[config.mk]
export PLATFORM = sky130hd
export DESIGN_NAME = rob_commit_flat
export DESIGN_NICKNAME = d
export VERILOG_FILES = /design/src/design/rob_pkg.sv /design/src/design/rob_if.sv /design/src/design/rob_commit.sv /design/src/flat_wrapper.sv
export SDC_FILE = /design/constraint.sdc
export NUM_CORES = 1
export LEC_CHECK = 0
export ABC_AREA = 1
export BUFFER_PORTS_ARGS = -buffer_cell sky130_fd_sc_hd__buf_4
export CAP_MARGIN = 20
export CORE_AREA = 2 2 122 124
export DETAILED_ROUTE_END_ITERATION = 10
export DIE_AREA = 0 0 124 126
export SYNTH_ARGS = -nofsm -noshare
export SYNTH_HDL_FRONTEND = slang
export SYNTH_SLANG_ARGS = --single-unit
[constraint.sdc]
create_clock -name clock -period 1.9 [get_ports clock]
set_input_delay 0.095 -clock clock [delete_from_list [all_inputs] [get_ports clock]]
set_output_delay 0.095 -clock clock [all_outputs]
set_load 0.005 [all_outputs]
[src/design/rob_pkg.sv]
/*
  reorder buffer shared definitions
  widths, entry state codes, null values and the tag word layout
*/
package rob_pkg;

  ////////////////////////////////////////
  // sizes
  ////////////////////////////////////////

  localparam int rob_entries = 32;
  localparam int index_width = 5;
  localparam int tag_width   = 8;
  localparam int reg_width   = 5;
  localparam int value_width = 64;

  // upper tag bits that do not address an entry
  localparam int spare_width = tag_width - index_width;

  ////////////////////////////////////////
  // null values
  ////////////////////////////////////////

  // architectural zero register, shown on an idle commit slot
  localparam logic [reg_width-1:0] zero_reg = 5'd31;

  // all ones never matches an entry index
  localparam logic [tag_width-1:0] tag_null = 8'hff;

  ////////////////////////////////////////
  // entry state codes
  ////////////////////////////////////////

  localparam logic [1:0] state_empty    = 2'b00;
  localparam logic [1:0] state_inuse    = 2'b01;
  localparam logic [1:0] state_complete = 2'b10;

  // one tag word, compared whole or split to address storage
  typedef union packed {
    logic [tag_width-1:0] raw;
    struct packed {
      logic [spare_width-1:0] spare;
      logic [index_width-1:0] index;
    } fields;
  } rob_tag_u;

endpackage

[src/design/rob_if.sv]
/*
  reorder buffer internal links
  allocation to storage, and commit to storage
*/


// head lookups and entry release
interface rob_commit_if;

  logic [rob_pkg::index_width-1:0] head_index;
  logic [rob_pkg::index_width-1:0] next_index;
  logic [1:0]                      free_en;
  logic [1:0]                      done;
  logic [rob_pkg::reg_width-1:0]   dest0;
  logic [rob_pkg::reg_width-1:0]   dest1;
  logic [rob_pkg::value_width-1:0] value0;
  logic [rob_pkg::value_width-1:0] value1;

  modport commit (output head_index, next_index, free_en,
                  input done, dest0, dest1, value0, value1);
  modport storage (input head_index, next_index, free_en,
                   output done, dest0, dest1, value0, value1);

endinterface

[src/design/rob_commit.sv]
/*
  reorder buffer commit stage
  owns the head pointer, retires up to two entries in order
*/
`timescale 1ns/1ps

module rob_commit (
  input  logic                            clock,
  input  logic                            reset,
  input  logic                            retire_ready,
  output logic [1:0]                      retire_valid,
  output logic [rob_pkg::reg_width-1:0]   retire_dest0,
  output logic [rob_pkg::reg_width-1:0]   retire_dest1,
  output logic [rob_pkg::value_width-1:0] retire_value0,
  output logic [rob_pkg::value_width-1:0] retire_value1,
  output rob_pkg::rob_tag_u               retire_tag0,
  output rob_pkg::rob_tag_u               retire_tag1,
  rob_commit_if.commit                    cm
);

  logic [rob_pkg::index_width-1:0] head;
  logic [rob_pkg::index_width-1:0] head_plus_one;
  logic [1:0]                      retire_count;

  assign head_plus_one = head + rob_pkg::index_width'(1);
  assign cm.head_index = head;
  assign cm.next_index = head_plus_one;

  // second slot only with the first, keeps program order
  assign retire_valid[0] = cm.done[0];
  assign retire_valid[1] = cm.done[0] && cm.done[1];

  // nothing leaves while the register file stalls
  assign cm.free_en = retire_ready ? retire_valid : 2'b00;
  assign retire_count = {1'b0, cm.free_en[0]} + {1'b0, cm.free_en[1]};

  ////////////////////////////////////////
  // commit port
  ////////////////////////////////////////

  assign retire_dest0 = retire_valid[0] ? cm.dest0 : rob_pkg::zero_reg;
  assign retire_dest1 = retire_valid[1] ? cm.dest1 : rob_pkg::zero_reg;
  assign retire_value0 = retire_valid[0] ? cm.value0 : '0;
  assign retire_value1 = retire_valid[1] ? cm.value1 : '0;

  always_comb
  begin
    retire_tag0.raw = rob_pkg::tag_null;
    retire_tag1.raw = rob_pkg::tag_null;
    if (retire_valid[0])
    begin
      retire_tag0.fields.spare = '0;
      retire_tag0.fields.index = head;
    end
    if (retire_valid[1])
    begin
      retire_tag1.fields.spare = '0;
      retire_tag1.fields.index = head_plus_one;
    end
  end

  always_ff @(posedge clock)
  begin
    if (reset)
      head <= '0;
    else
      head <= head + rob_pkg::index_width'(retire_count);
  end

endmodule

[src/flat_wrapper.sv]
// flat-port wrapper written by rule: the top's interface ports become plain ports
module rob_commit_flat 
  (clock, reset, retire_ready, retire_valid, retire_dest0, retire_dest1, retire_value0, retire_value1, retire_tag0, retire_tag1, cm_head_index, cm_next_index, cm_free_en, cm_done, cm_dest0, cm_dest1, cm_value0, cm_value1);
  rob_commit_if cm_i ();
  input  logic clock;
  input  logic reset;
  input  logic retire_ready;
  output logic [1:0] retire_valid;
  output logic [rob_pkg::reg_width-1:0] retire_dest0;
  output logic [rob_pkg::reg_width-1:0] retire_dest1;
  output logic [rob_pkg::value_width-1:0] retire_value0;
  output logic [rob_pkg::value_width-1:0] retire_value1;
  output rob_pkg::rob_tag_u retire_tag0;
  output rob_pkg::rob_tag_u retire_tag1;
  output wire logic [$bits(cm_i.head_index)-1:0] cm_head_index;
  output wire logic [$bits(cm_i.next_index)-1:0] cm_next_index;
  output wire logic [$bits(cm_i.free_en)-1:0] cm_free_en;
  input wire logic [$bits(cm_i.done)-1:0] cm_done;
  input wire logic [$bits(cm_i.dest0)-1:0] cm_dest0;
  input wire logic [$bits(cm_i.dest1)-1:0] cm_dest1;
  input wire logic [$bits(cm_i.value0)-1:0] cm_value0;
  input wire logic [$bits(cm_i.value1)-1:0] cm_value1;
  assign cm_head_index = cm_i.head_index;
  assign cm_next_index = cm_i.next_index;
  assign cm_free_en = cm_i.free_en;
  assign cm_i.done = cm_done;
  assign cm_i.dest0 = cm_dest0;
  assign cm_i.dest1 = cm_dest1;
  assign cm_i.value0 = cm_value0;
  assign cm_i.value1 = cm_value1;
  rob_commit u_core (.clock(clock), .reset(reset), .retire_ready(retire_ready), .retire_valid(retire_valid), .retire_dest0(retire_dest0), .retire_dest1(retire_dest1), .retire_value0(retire_value0), .retire_value1(retire_value1), .retire_tag0(retire_tag0), .retire_tag1(retire_tag1), .cm(cm_i));
endmodule
Word level (Yosys, flattened, before mapping) --
Cells that the tools add are included.
Storage, ports and cells: register bits after elaboration 5, input bits 143, output and inout port bits 168, word-level logic and storage cells 12
Cells by class: $add $sub $neg 3, multiplexer cells 7, reduce and logical (&&, ||, !) cells 1
Operator list (count):
- 64-bit 2-to-1 mux | 2
- 8-bit 2-to-1 mux | 2
- 5-bit 2-to-1 mux | 2
- 5-bit by 1-bit adder with 5-bit output (second input constant) | 1
- 5-bit by 2-bit adder with 5-bit output | 1
- 1-bit by 1-bit adder with 2-bit output | 1
- 2-bit 2-to-1 mux | 1
- 1-bit logical AND | 1

Depth between registers and ports, before layout --
word-level depth 4, mapped depth 11, depth with buffers taken out 10

Worst setup path after synthesis --
Ideal clock, no wire load.
kind input-to-reg, start input port cm_done[0], end register u_core.head, in the netlist u_core.cm.head_index[4], setup time 0.064 ns, arrival time 1.416 ns, data required time 1.836 ns, slack 0.420 ns, cell stages on the path 11, buffers on the path 1, path through buf_4 -> nand2_4 -> inv_1 -> nand2_1 -> fa_1 -> inv_1 -> ha_1 -> nand3_1 -> nand2_1 -> nand2_1 -> nor2_1
On the way: cells in the longest elaborated chain, start to end 4
Ends and longest elaborated chain:
- from (decl) | line flat_wrapper.sv:18 | input wire logic [$bits(cm_i.done)-1:0] cm_done;
- 1-bit logical AND | line rob_commit.sv:31 | assign retire_valid[1] = cm.done[0] && cm.done[1];
- named net retire_valid[1] | line flat_wrapper.sv:8 | output logic [1:0] retire_valid;
- 2-bit 2-to-1 mux | line rob_commit.sv:34 | assign cm.free_en = retire_ready ? retire_valid : 2'b00;
- 1-bit by 1-bit adder with 2-bit output | line rob_commit.sv:35 | assign retire_count = {1'b0, cm.free_en[0]} + {1'b0, cm.free_en[1]};
- 5-bit by 2-bit adder with 5-bit output | line rob_commit.sv:67 | head <= head + rob_pkg::index_width'(retire_count);
- to (signal assigned) | line rob_commit.sv:67
- to (decl) | line rob_commit.sv:21 | logic [rob_pkg::index_width-1:0] head;
The timed path passes the listed nets, and every way through them passes these cells. A chain may end at the register's enable or synchronous reset.

Worst setup path in the final report --
start register u_core.head, in the netlist u_core.cm.head_index[0], end register u_core.head, in the netlist u_core.cm.head_index[4]
On the way: cells in the longest elaborated chain, start to end 1
Ends and longest elaborated chain (line):
- 5-bit by 2-bit adder with 5-bit output | rob_commit.sv:67
Every way passes these cells.

==> results_dict.tcl <==
set metrics [dict create \
    status "completed" \
    wire_per_inst_um 11.1 \
    grt_pass1_wl_mm 13.5 \
    ctsResizeCount 0 \
    worst_ep_arrival_time_ns 1.73 \
    cts.sinks 5 \
    cts-root-buf "clkbuf_16" \
    slowest_stage "dfxtp_1" \
    route.vias.total 2828 \
    vias_per_cell 3.42 \
    layout.nets 790 \
    post-cts-setup-buffers 0 \
    drt-initial-drc-count 45 \
    max_cap_violations 0 \
    seq_area_um2 100 \
    path_buf_inv 2 \
    rsz0062_at_grt "false" \
    htreeDepth 1 \
    grt_overflow 0 \
    slew_headroom_pct 53.2 \
    io_pins 311 \
    worst_ep_required_time_ns 2.07 \
    finalHoldViolCount 0 \
    p_clk_share_pct 28.9 \
    cp_max_fo 6 \
    cts_tree "done" \
    grt.total_usage_pct 10.7 \
    row_count 44 \
    multi_input_area_um2 772 \
    place.gp.congestion 0.776 \
    final_common_cell "buf_4" \
    cp-start-kind "flop" \
    ys_ff_latch 5 \
    largest_register_ffs 5 \
    cp_top_family "adder cells" \
    crit_path_end_kind "flop" \
    fillers 1636 \
    setup_tns_ns 0 \
    yosysTopAreaCell "inv_1" \
    syn_area_per_cell_um2 4.43 \
    synth_top_area_share_pct 34.0 \
    fin_crit_ns 1.57 \
    dp.cells 823 \
    cts_made_buffers 3 \
    layout_common_cells "buf_4, inv_1, nand2_1" \
    critPathMaxStageDelay_ns 0.42 \
    netlist_area_um2 1530 \
    grt_start_max_net_pins 74 \
    wl_met2_mm 4.57 \
    dp_hpwl_mm 8.09 \
    clk_pin_slew_worst_paths_ns 0.03 \
    portBuffers 310 \
    drtPass1Iterations 4 \
    internal-power_mw 0.838 \
    routed_wl_mm 9.18 \
    diodes 0 \
    crit_chain "inv_1, fa_1, inv_1, ha_1, nand3_1, nand2_1, nand2_1, nor2_1" \
    yosysUniqueCellTypes 15 \
    fin_ws_ns 0.333 \
    dieArea_um2 15600 \
    fin_cells 827 \
    power.combinational.fraction_pct 61.0 \
    cts_hold_buffers 0 \
    skew_ns 0.000239 \
    core_area_um2 14300 \
    power.share.switching_pct 30.0 \
    drv_slew 0 \
    power_density_nw_per_um2 294 \
    utilization_pct 28.4 \
    grt_pass1_vias 2644 \
    p_seq_share_pct 10.1 \
    yosysSeqAreaShare_pct 6.53 \
    worstSetupPathType "flop to flop" \
    hp-class "input pin to flop" \
    route.met3.wl_mm 1.23 \
    cts_buffer_depth 2 \
    antenna_found_initial 0 \
    initial_core_util_pct 10.7 \
    total_power_mw 1.20 \
    top_layer "met4" \
    net-switching-power_mw 0.359 \
    peakVddDrop_mv 0.218 \
    power_leakage_nw 2.94 \
    fp.dieH_um 126 \
    syn_to_final_growth_pct 165 \
    stdcell_area_um2 4070 \
    ys_top_cells_by_area "inv_1, nand2_1, nor2_1, dfxtp_1, buf_4" \
    preCtsSetupSlack_ns 0.327 \
    whs_ns 0.0643 \
    die_x_um 124 \
    max_freq_mhz 638 \
    drc 0 \
    min_period_over_period_pct 82.5 \
    wl_met1_mm 3.31 \
    max_slew.worst_pin.slew_ns 0.701 \
    drive_gt1_share_pct 50.9 \
    clock_latency_ns 0.23 \
    synth_cells 346 \
    syn_nets 492 \
    yosys_warnings 0 \
    setup_viol 0 \
    ant_nets 0 \
    placed_area_um2 3990 \
]
cell type report:
type,instances,area share (%)
well taps,184,5.66
flip-flops and latches,5,2.46
inverters,139,12.8
multi-input cells,180,19.0
repair buffers,315,58.1
clock buffers,4,1.94
worst reg2reg max path, stage by stage, from the launching register on:
cell	delay, ns
dfxtp_1	0.42
inv_1	0.12
fa_1	0.39
inv_1	0.09
ha_1	0.21
nand3_1	0.09
nand2_1	0.07
nand2_1	0.05
nor2_1	0.07
power groups by stage:
stage               sequential [mW]  clock, mW  combinational (mW)
global route                  0.123      0.362               0.808
floorplan                     0.119          0               0.222
detailed placement            0.122          0               0.742
CTS                           0.120      0.351               0.745
global placement              0.121          0               0.738
finish                        0.121      0.346               0.730
routing by layer:
layer	vias up	GRT usage (%)
met5	-	0
met2	182	20.2
li1	1488	-
met1	1149	12.0
met4	0	1.59
met3	9	3.08
path summary, 6_finish.rpt:
| check | from | end | slack (ns) | cells after the start |
|---|---|---|---|---|
| worst max-delay path | u_core.cm.head_index[0] | u_core.cm.head_index[4] | 0.33 | 8 |
| worst min-delay path | reset | u_core.cm.head_index[1] | 0.06 | 2 |
| worst max register to register | u_core.cm.head_index[0] | u_core.cm.head_index[4] | 0.33 | 8 |
| worst min register to register | u_core.cm.head_index[4] | u_core.cm.head_index[4] | 0.57 | 3 |
Yosys cell counts:
cell / count
nand4_1: 4
nand3_1: 6
dfxtp_1: 5
inv_1: 139
or2_1: 5
buf_4: 9
nor2_1: 71
nand2_4: 1
fa_1: 1
nand2_1: 81
ha_1: 2
xnor2_1: 1
or2_2: 8
buf_6: 1
buf_2: 12
cell families (layout without fill, tap and decap cells):
logic type	after synthesis	in the layout	synth area share, %
flops	5	5	6.53
fa+ha+maj	3	3	2.94
buf+inv	161	458	43.1
xor+xnor	1	1	0.572
simple gates	176	176	46.9
Power figures use the tool's default switching activity.
