File: config.mk
export PLATFORM = sky130hd
export DESIGN_NAME = rob_alloc_flat
export DESIGN_NICKNAME = d
export VERILOG_FILES = /design/src/design/rob_pkg.sv /design/src/design/rob_if.sv /design/src/design/rob_alloc.sv /design/src/flat_wrapper.sv
export SDC_FILE = /design/constraint.sdc
export NUM_CORES = 1
export LEC_CHECK = 0
export BUFFER_PORTS_ARGS = -buffer_cell sky130_fd_sc_hd__clkbuf_2
export CAP_MARGIN = 5
export CORE_MARGIN = 10
export CORE_UTILIZATION = 40
export DETAILED_ROUTE_END_ITERATION = 10
export PLACE_DENSITY_LB_ADDON = 0.15
export SKIP_LAST_GASP = 1
export SLEW_MARGIN = 20
export SYNTH_ARGS = -nofsm -noshare
export SYNTH_HDL_FRONTEND = slang
export SYNTH_SLANG_ARGS = --single-unit
File: constraint.sdc
create_clock -name clock -period 4.23 [get_ports clock]
set_input_delay 0.423 -clock clock [delete_from_list [all_inputs] [get_ports clock]]
set_output_delay 0.423 -clock clock [all_outputs]
set_load 0.01 [all_outputs]
File: src/design/rob_pkg.sv
/*
  reorder buffer shared definitions
  widths, entry state codes, null values and the tag word layout
*/
package rob_pkg;

  ////////////////////////////////////////
  // sizes
  ////////////////////////////////////////

  localparam int rob_entries = 32;
  localparam int index_width = 5;
  localparam int tag_width   = 8;
  localparam int reg_width   = 5;
  localparam int value_width = 64;

  // upper tag bits that do not address an entry
  localparam int spare_width = tag_width - index_width;

  ////////////////////////////////////////
  // null values
  ////////////////////////////////////////

  // architectural zero register, shown on an idle commit slot
  localparam logic [reg_width-1:0] zero_reg = 5'd31;

  // all ones never matches an entry index
  localparam logic [tag_width-1:0] tag_null = 8'hff;

  ////////////////////////////////////////
  // entry state codes
  ////////////////////////////////////////

  localparam logic [1:0] state_empty    = 2'b00;
  localparam logic [1:0] state_inuse    = 2'b01;
  localparam logic [1:0] state_complete = 2'b10;

  // one tag word, compared whole or split to address storage
  typedef union packed {
    logic [tag_width-1:0] raw;
    struct packed {
      logic [spare_width-1:0] spare;
      logic [index_width-1:0] index;
    } fields;
  } rob_tag_u;

endpackage

File: src/design/rob_if.sv
/*
  reorder buffer internal links
  allocation to storage, and commit to storage
*/
`timescale 1ns/1ps

// dispatch writes into the entry array
interface rob_alloc_if;

  logic [1:0]                      write_en;
  logic [rob_pkg::index_width-1:0] write_index0;
  logic [rob_pkg::index_width-1:0] write_index1;
  logic [rob_pkg::reg_width-1:0]   write_dest0;
  logic [rob_pkg::reg_width-1:0]   write_dest1;
  // both target entries are empty
  logic                            slots_free;

  modport alloc (output write_en, write_index0, write_index1, write_dest0, write_dest1,
                 input slots_free);
  modport storage (input write_en, write_index0, write_index1, write_dest0, write_dest1,
                   output slots_free);

endinterface


File: src/design/rob_alloc.sv
/*
  reorder buffer dispatch stage
  owns the tail pointer, the dispatch handshake and tag assignment
*/
`timescale 1ns/1ps

module rob_alloc (
  input  logic                          clock,
  input  logic                          reset,
  input  logic [1:0]                    dispatch_valid,
  input  logic [rob_pkg::reg_width-1:0] dispatch_dest0,
  input  logic [rob_pkg::reg_width-1:0] dispatch_dest1,
  output logic                          dispatch_ready,
  output rob_pkg::rob_tag_u             dispatch_tag0,
  output rob_pkg::rob_tag_u             dispatch_tag1,
  rob_alloc_if.alloc                    wr
);

  logic [rob_pkg::index_width-1:0] tail;
  logic [rob_pkg::index_width-1:0] tail_plus_one;
  logic [rob_pkg::index_width-1:0] tail_plus_two;
  logic                            take0;
  logic                            take1;
  logic [1:0]                      take_count;

  // five bit adds wrap at the buffer size
  assign tail_plus_one = tail + rob_pkg::index_width'(1);
  assign tail_plus_two = tail + rob_pkg::index_width'(2);

  // one ready for both slots, low once fewer than two entries are free
  assign dispatch_ready = wr.slots_free;
  assign take0 = dispatch_valid[0] && dispatch_ready;
  assign take1 = dispatch_valid[1] && dispatch_ready;
  assign take_count = {1'b0, take0} + {1'b0, take1};

  ////////////////////////////////////////
  // storage writes
  ////////////////////////////////////////

  // a lone slot 1 instruction lands in the first free entry
  assign wr.write_en[0] = take0 || take1;
  assign wr.write_en[1] = take0 && take1;
  assign wr.write_index0 = tail_plus_one;
  assign wr.write_index1 = tail_plus_two;
  assign wr.write_dest0 = take0 ? dispatch_dest0 : dispatch_dest1;
  assign wr.write_dest1 = dispatch_dest1;

  // tags are the entry index with the spare bits clear
  always_comb
  begin
    dispatch_tag0.raw = rob_pkg::tag_null;
    dispatch_tag1.raw = rob_pkg::tag_null;
    if (take0)
    begin
      dispatch_tag0.fields.spare = '0;
      dispatch_tag0.fields.index = tail_plus_one;
    end
    if (take1)
    begin
      dispatch_tag1.fields.spare = '0;
      dispatch_tag1.fields.index = take0 ? tail_plus_two : tail_plus_one;
    end
  end

  // tail sits one behind the next free entry, so the first tag is 0
  always_ff @(posedge clock)
  begin
    if (reset)
      tail <= rob_pkg::index_width'(rob_pkg::rob_entries - 1);
    else
      tail <= tail + rob_pkg::index_width'(take_count);
  end

endmodule

File: src/flat_wrapper.sv
// flat-port wrapper written by rule: the top's interface ports become plain ports
module rob_alloc_flat 
  (clock, reset, dispatch_valid, dispatch_dest0, dispatch_dest1, dispatch_ready, dispatch_tag0, dispatch_tag1, wr_write_en, wr_write_index0, wr_write_index1, wr_write_dest0, wr_write_dest1, wr_slots_free);
  rob_alloc_if wr_i ();
  input  logic clock;
  input  logic reset;
  input  logic [1:0] dispatch_valid;
  input  logic [rob_pkg::reg_width-1:0] dispatch_dest0;
  input  logic [rob_pkg::reg_width-1:0] dispatch_dest1;
  output logic dispatch_ready;
  output rob_pkg::rob_tag_u dispatch_tag0;
  output rob_pkg::rob_tag_u dispatch_tag1;
  output wire logic [$bits(wr_i.write_en)-1:0] wr_write_en;
  output wire logic [$bits(wr_i.write_index0)-1:0] wr_write_index0;
  output wire logic [$bits(wr_i.write_index1)-1:0] wr_write_index1;
  output wire logic [$bits(wr_i.write_dest0)-1:0] wr_write_dest0;
  output wire logic [$bits(wr_i.write_dest1)-1:0] wr_write_dest1;
  input wire logic [$bits(wr_i.slots_free)-1:0] wr_slots_free;
  assign wr_write_en = wr_i.write_en;
  assign wr_write_index0 = wr_i.write_index0;
  assign wr_write_index1 = wr_i.write_index1;
  assign wr_write_dest0 = wr_i.write_dest0;
  assign wr_write_dest1 = wr_i.write_dest1;
  assign wr_i.slots_free = wr_slots_free;
  rob_alloc u_core (.clock(clock), .reset(reset), .dispatch_valid(dispatch_valid), .dispatch_dest0(dispatch_dest0), .dispatch_dest1(dispatch_dest1), .dispatch_ready(dispatch_ready), .dispatch_tag0(dispatch_tag0), .dispatch_tag1(dispatch_tag1), .wr(wr_i));
endmodule
# Yosys cells after proc, flatten, opt, wreduce, memory -nomap -nowiden
# Cells that the tools add are included.
[word_totals] register_bits=5 input_bits=15 output_inout_bits=39 wordCells=13
[op_classes] add_sub_neg=4 n_mux=4 n_reduce_logical=4
[ops] op="2-to-1 mux 8 bit" count=2
[ops] op="2-to-1 mux 5 bit" count=2
[ops] op="adder 5 x 1 -> 5 bit (second input constant)" count=1
[ops] op="adder 5 x 2 -> 5 bit" count=1
[ops] op="adder 5 x 2 -> 5 bit (second input constant)" count=1
[ops] op="logical AND 1 bit" count=3
[ops] op="adder 1 x 1 -> 2 bit" count=1
[ops] op="logical OR 1 bit" count=1

# Longest topological paths before layout
[depth] depth_word=3 mapped_depth=10

# Worst setup path after synthesis
# No wires, ideal clock.
[synth_timing] path_kind="input to register" from="in dispatch_valid[0]" to="reg u_core.tail[1] in the netlist's numbering" setup_time_ns=0.123 arrival_time_ns=1.794 required_ns=4.107 slack_ns=2.312 path_stages=8 path_cell_list="buf_6 -> nand2_2 -> buf_6 -> xnor2_1 -> ha_1 -> a31o_4 -> ha_1 -> or2_2"
[synth_between] elab_chain_cells=3
[synth_rtl] item="start: declaration" line="flat_wrapper.sv:7" source="input logic [1:0] dispatch_valid;"
[synth_rtl] item="logical AND 1 bit" line="rob_alloc.sv:32" source="assign take0 = dispatch_valid[0] && dispatch_ready;"
[synth_rtl] item="adder 1 x 1 -> 2 bit" line="rob_alloc.sv:34" source="assign take_count = {1'b0, take0} + {1'b0, take1};"
[synth_rtl] item="adder 5 x 2 -> 5 bit" line="rob_alloc.sv:71" source="tail <= tail + rob_pkg::index_width'(take_count);"
[synth_rtl] item="end signal: assignment" line="rob_alloc.sv:69" source="tail <= rob_pkg::index_width'(rob_pkg::rob_entries - 1);"
[synth_rtl] item="end signal: assignment" line="rob_alloc.sv:71"
[synth_rtl] item="end: declaration" line="rob_alloc.sv:19" source="logic [rob_pkg::index_width-1:0] tail;"
# No other way between the ends.
# A chain may end at the register's enable or synchronous reset.

==> impl_metrics.json <==
{
  "cts_root_buf": "clkbuf_4",
  "fin_crit_ps": 2039,
  "port_buffers": 53,
  "clk_pin_slew_worst_paths_ps": 40,
  "fp.dieArea_sq_um": 3518,
  "cts_post_setup_buffers_inserted": 0,
  "vias": 624,
  "die_x_um": 59.31,
  "fp.dieH_um": 59.31,
  "max_flop_register": "u_core.tail",
  "nets": 136,
  "max-slew-margin-rel": 0.7554,
  "cp_slowest_cell": "dfxtp_1",
  "ant_nets": 0,
  "htreeDepth": 1,
  "slew_violations": 0,
  "cts_hold_buffers": 0,
  "antenna_found_initial": 0,
  "final.period_utilization": 0.4821,
  "tritoncts": "done",
  "sw_frac_of_total": 0.4324,
  "power_frac_comb": 0.604,
  "via_per_inst": 4.727,
  "fin_skew_ps": 1.810,
  "top_regs": "u_core.tail (5)",
  "maxCapViolCount": 0,
  "start_kind": "flop",
  "synth_flop_cell": "dfxtp_1",
  "rows": 14,
  "seq_power_share": 0.231,
  "clock_latency_ps": 240,
  "finalSetupViolCount": 0,
  "numCtsBuffers": 3,
  "drive_gt1_frac": 0.5690,
  "num_io_pins": 54,
  "grt_max_degree": 16,
  "syn_area_sq_um": 618.1,
  "switchingPower_uw": 140.7,
  "core-area_sq_um": 1489,
  "drtIter0Drc": 5,
  "clockBufferDepth": 2,
  "finalHoldViolCount": 0,
  "start_util": 0.4151,
  "antenna_cells": 0,
  "clkPwrFrac": 0.166,
  "critPathKind": "flop to output pin",
  "final_cells": 132,
  "grt_usage": 0.09479,
  "async_reset_ff_frac": 0,
  "finalWeightedCongestion": 0.7478,
  "yosysSeqAreaShare": 0.1619,
  "critPathMaxStageDelay_ps": 470,
  "required_ps": 3810,
  "wl_mm": 1.807,
  "intPower_uw": 184.7,
  "synth_warnings": 0,
  "cts_resized": 0,
  "ys_types": 23,
  "drc": 0,
  "fmax_mhz": 490.4,
  "p_leak_nw": 0.4652,
  "rsz0062_at_grt": "false",
  "hpwl_mm": 1.578,
  "syn2layout_area_growth_pct": 31.38,
  "syn_inst": 74,
  "detail_route.wl_per_cell_um": 13.69,
  "placedCellCount": 128,
  "largest_reg_flops": 5,
  "syn_nets": 93,
  "grt_pass1_wl_mm": 2.628,
  "syn_avg_cell_area_sq_um": 8.353,
  "synth_edf_count": 0,
  "postSynthRegisterBits": 5,
  "cts_sinks": 5,
  "endpoint_kind": "output pin",
  "min_path_type": "primary input to flop",
  "tightest_slew_ps": 366.4,
  "cp_data_arrival_time_ps": 1620,
  "tns_ps": 0,
  "grt_pass1_vias": 592,
  "crit_chain": "ha_1 > nand2_1 > xnor2_1 > or2_1 > clkbuf_2",
  "status": "finished clean",
  "crit_fanout": 7,
  "powerDensity_nw_per_um2": 400.7,
  "peakVddDrop_uv": 219.0,
  "overflow": 0,
  "drt_pass1_iterations": 5
}
-- critical path: cells and delay by family (launching register included) --
kind / cells / cell delay (ps)
and+or+nand+nor: 2 / 310
DFF: 1 / 470
adders and majority gates: 1 / 320
xor gates and xnor gates: 1 / 140
buffers and inverters: 1 / 130
-- synthesized netlist by cell type, drive strengths merged, types with 2 or more instances --
cell | n | area (sq um)
xor2 | 4 | 35.03
or2 | 6 | 37.54
buf | 14 | 112.6
inv | 3 | 11.26
nand2 | 9 | 36.29
o21ai | 3 | 15.01
nand2b | 2 | 12.51
nand3 | 6 | 30.03
a21o | 2 | 15.01
ha | 4 | 50.05
xnor2 | 5 | 43.79
mux2 | 5 | 63.81
dfxtp | 5 | 100.1
-- cell usage in the layout, fill, tap and decap left out, drive strengths merged, types with 3 or more instances in the layout --
cell type,count
nand3,6
xor2,4
xnor2,5
nand2,9
inv,3
o21ai,3
dfxtp,5
or2,6
ha,4
mux2,5
clkbuf,57
-- metrics by stage --
stage	worst slack, ps	power (mW)	utilization	cell area (sq um)	hold WS [ps]
after global routing	2072	0.3582	0.5454	812.0	424.4
after global placement	2138	0.2749	0.5277	785.8	586.0
after CTS	2178	0.3336	0.5454	812.0	415.8
final	2191	0.3254	0.5454	812.0	416.8
after floorplan	2312	0.2089	-	618.1	509.0
after detailed placement	2113	0.2766	0.5277	785.8	616.2
-- path summary, 6_finish.rpt --
path / to / depth (start not counted) / from / slack [ps]
worst max register to register: u_core.tail[1] / 5 / u_core.tail[0] / 2530
worst max-delay path: dispatch_tag0[3] / 5 / u_core.tail[2] / 2190
worst min register to register: u_core.tail[4] / 2 / u_core.tail[4] / 630
worst min-delay path: u_core.tail[3] / 2 / reset / 420
-- cell type report --
type	instances	area, sq um
multi-input combinational	51	389.1
clock buffer	4	26.28
fill	160	676.9
tap	16	20.02
timing repair buffer	53	265.3
inverter	3	11.26
sequential	5	100.1
-- power groups by stage --
stage	logic [mW]	registers (mW)	clock network, mW
after floorplan	0.143	0.0657	0
after global placement	0.200	0.0752	0
after detailed placement	0.201	0.0756	0
after CTS	0.202	0.0749	0.0567
after global routing	0.220	0.0768	0.0615
final	0.196	0.0750	0.0539
-- per-layer routing --
metal  share of wire  global-route usage
met5               0                   0
met1            0.35             0.07904
met4          0.0050             0.05902
met3            0.15             0.04721
met2            0.50              0.1724
-- cells by family after synthesis --
kind of cell,count (synthesis),share of synthesized area
buffers and inverters,18,0.2085
multiplexers,6,0.1194
AO/OA/AOI/OAI,7,0.09311
AND/OR/NAND/NOR,25,0.2085
XOR/XNOR,9,0.1275
flip-flops,5,0.1619
adder cells (fa/ha/maj),4,0.08097
Note: power is estimated with default switching activity, not from simulation.
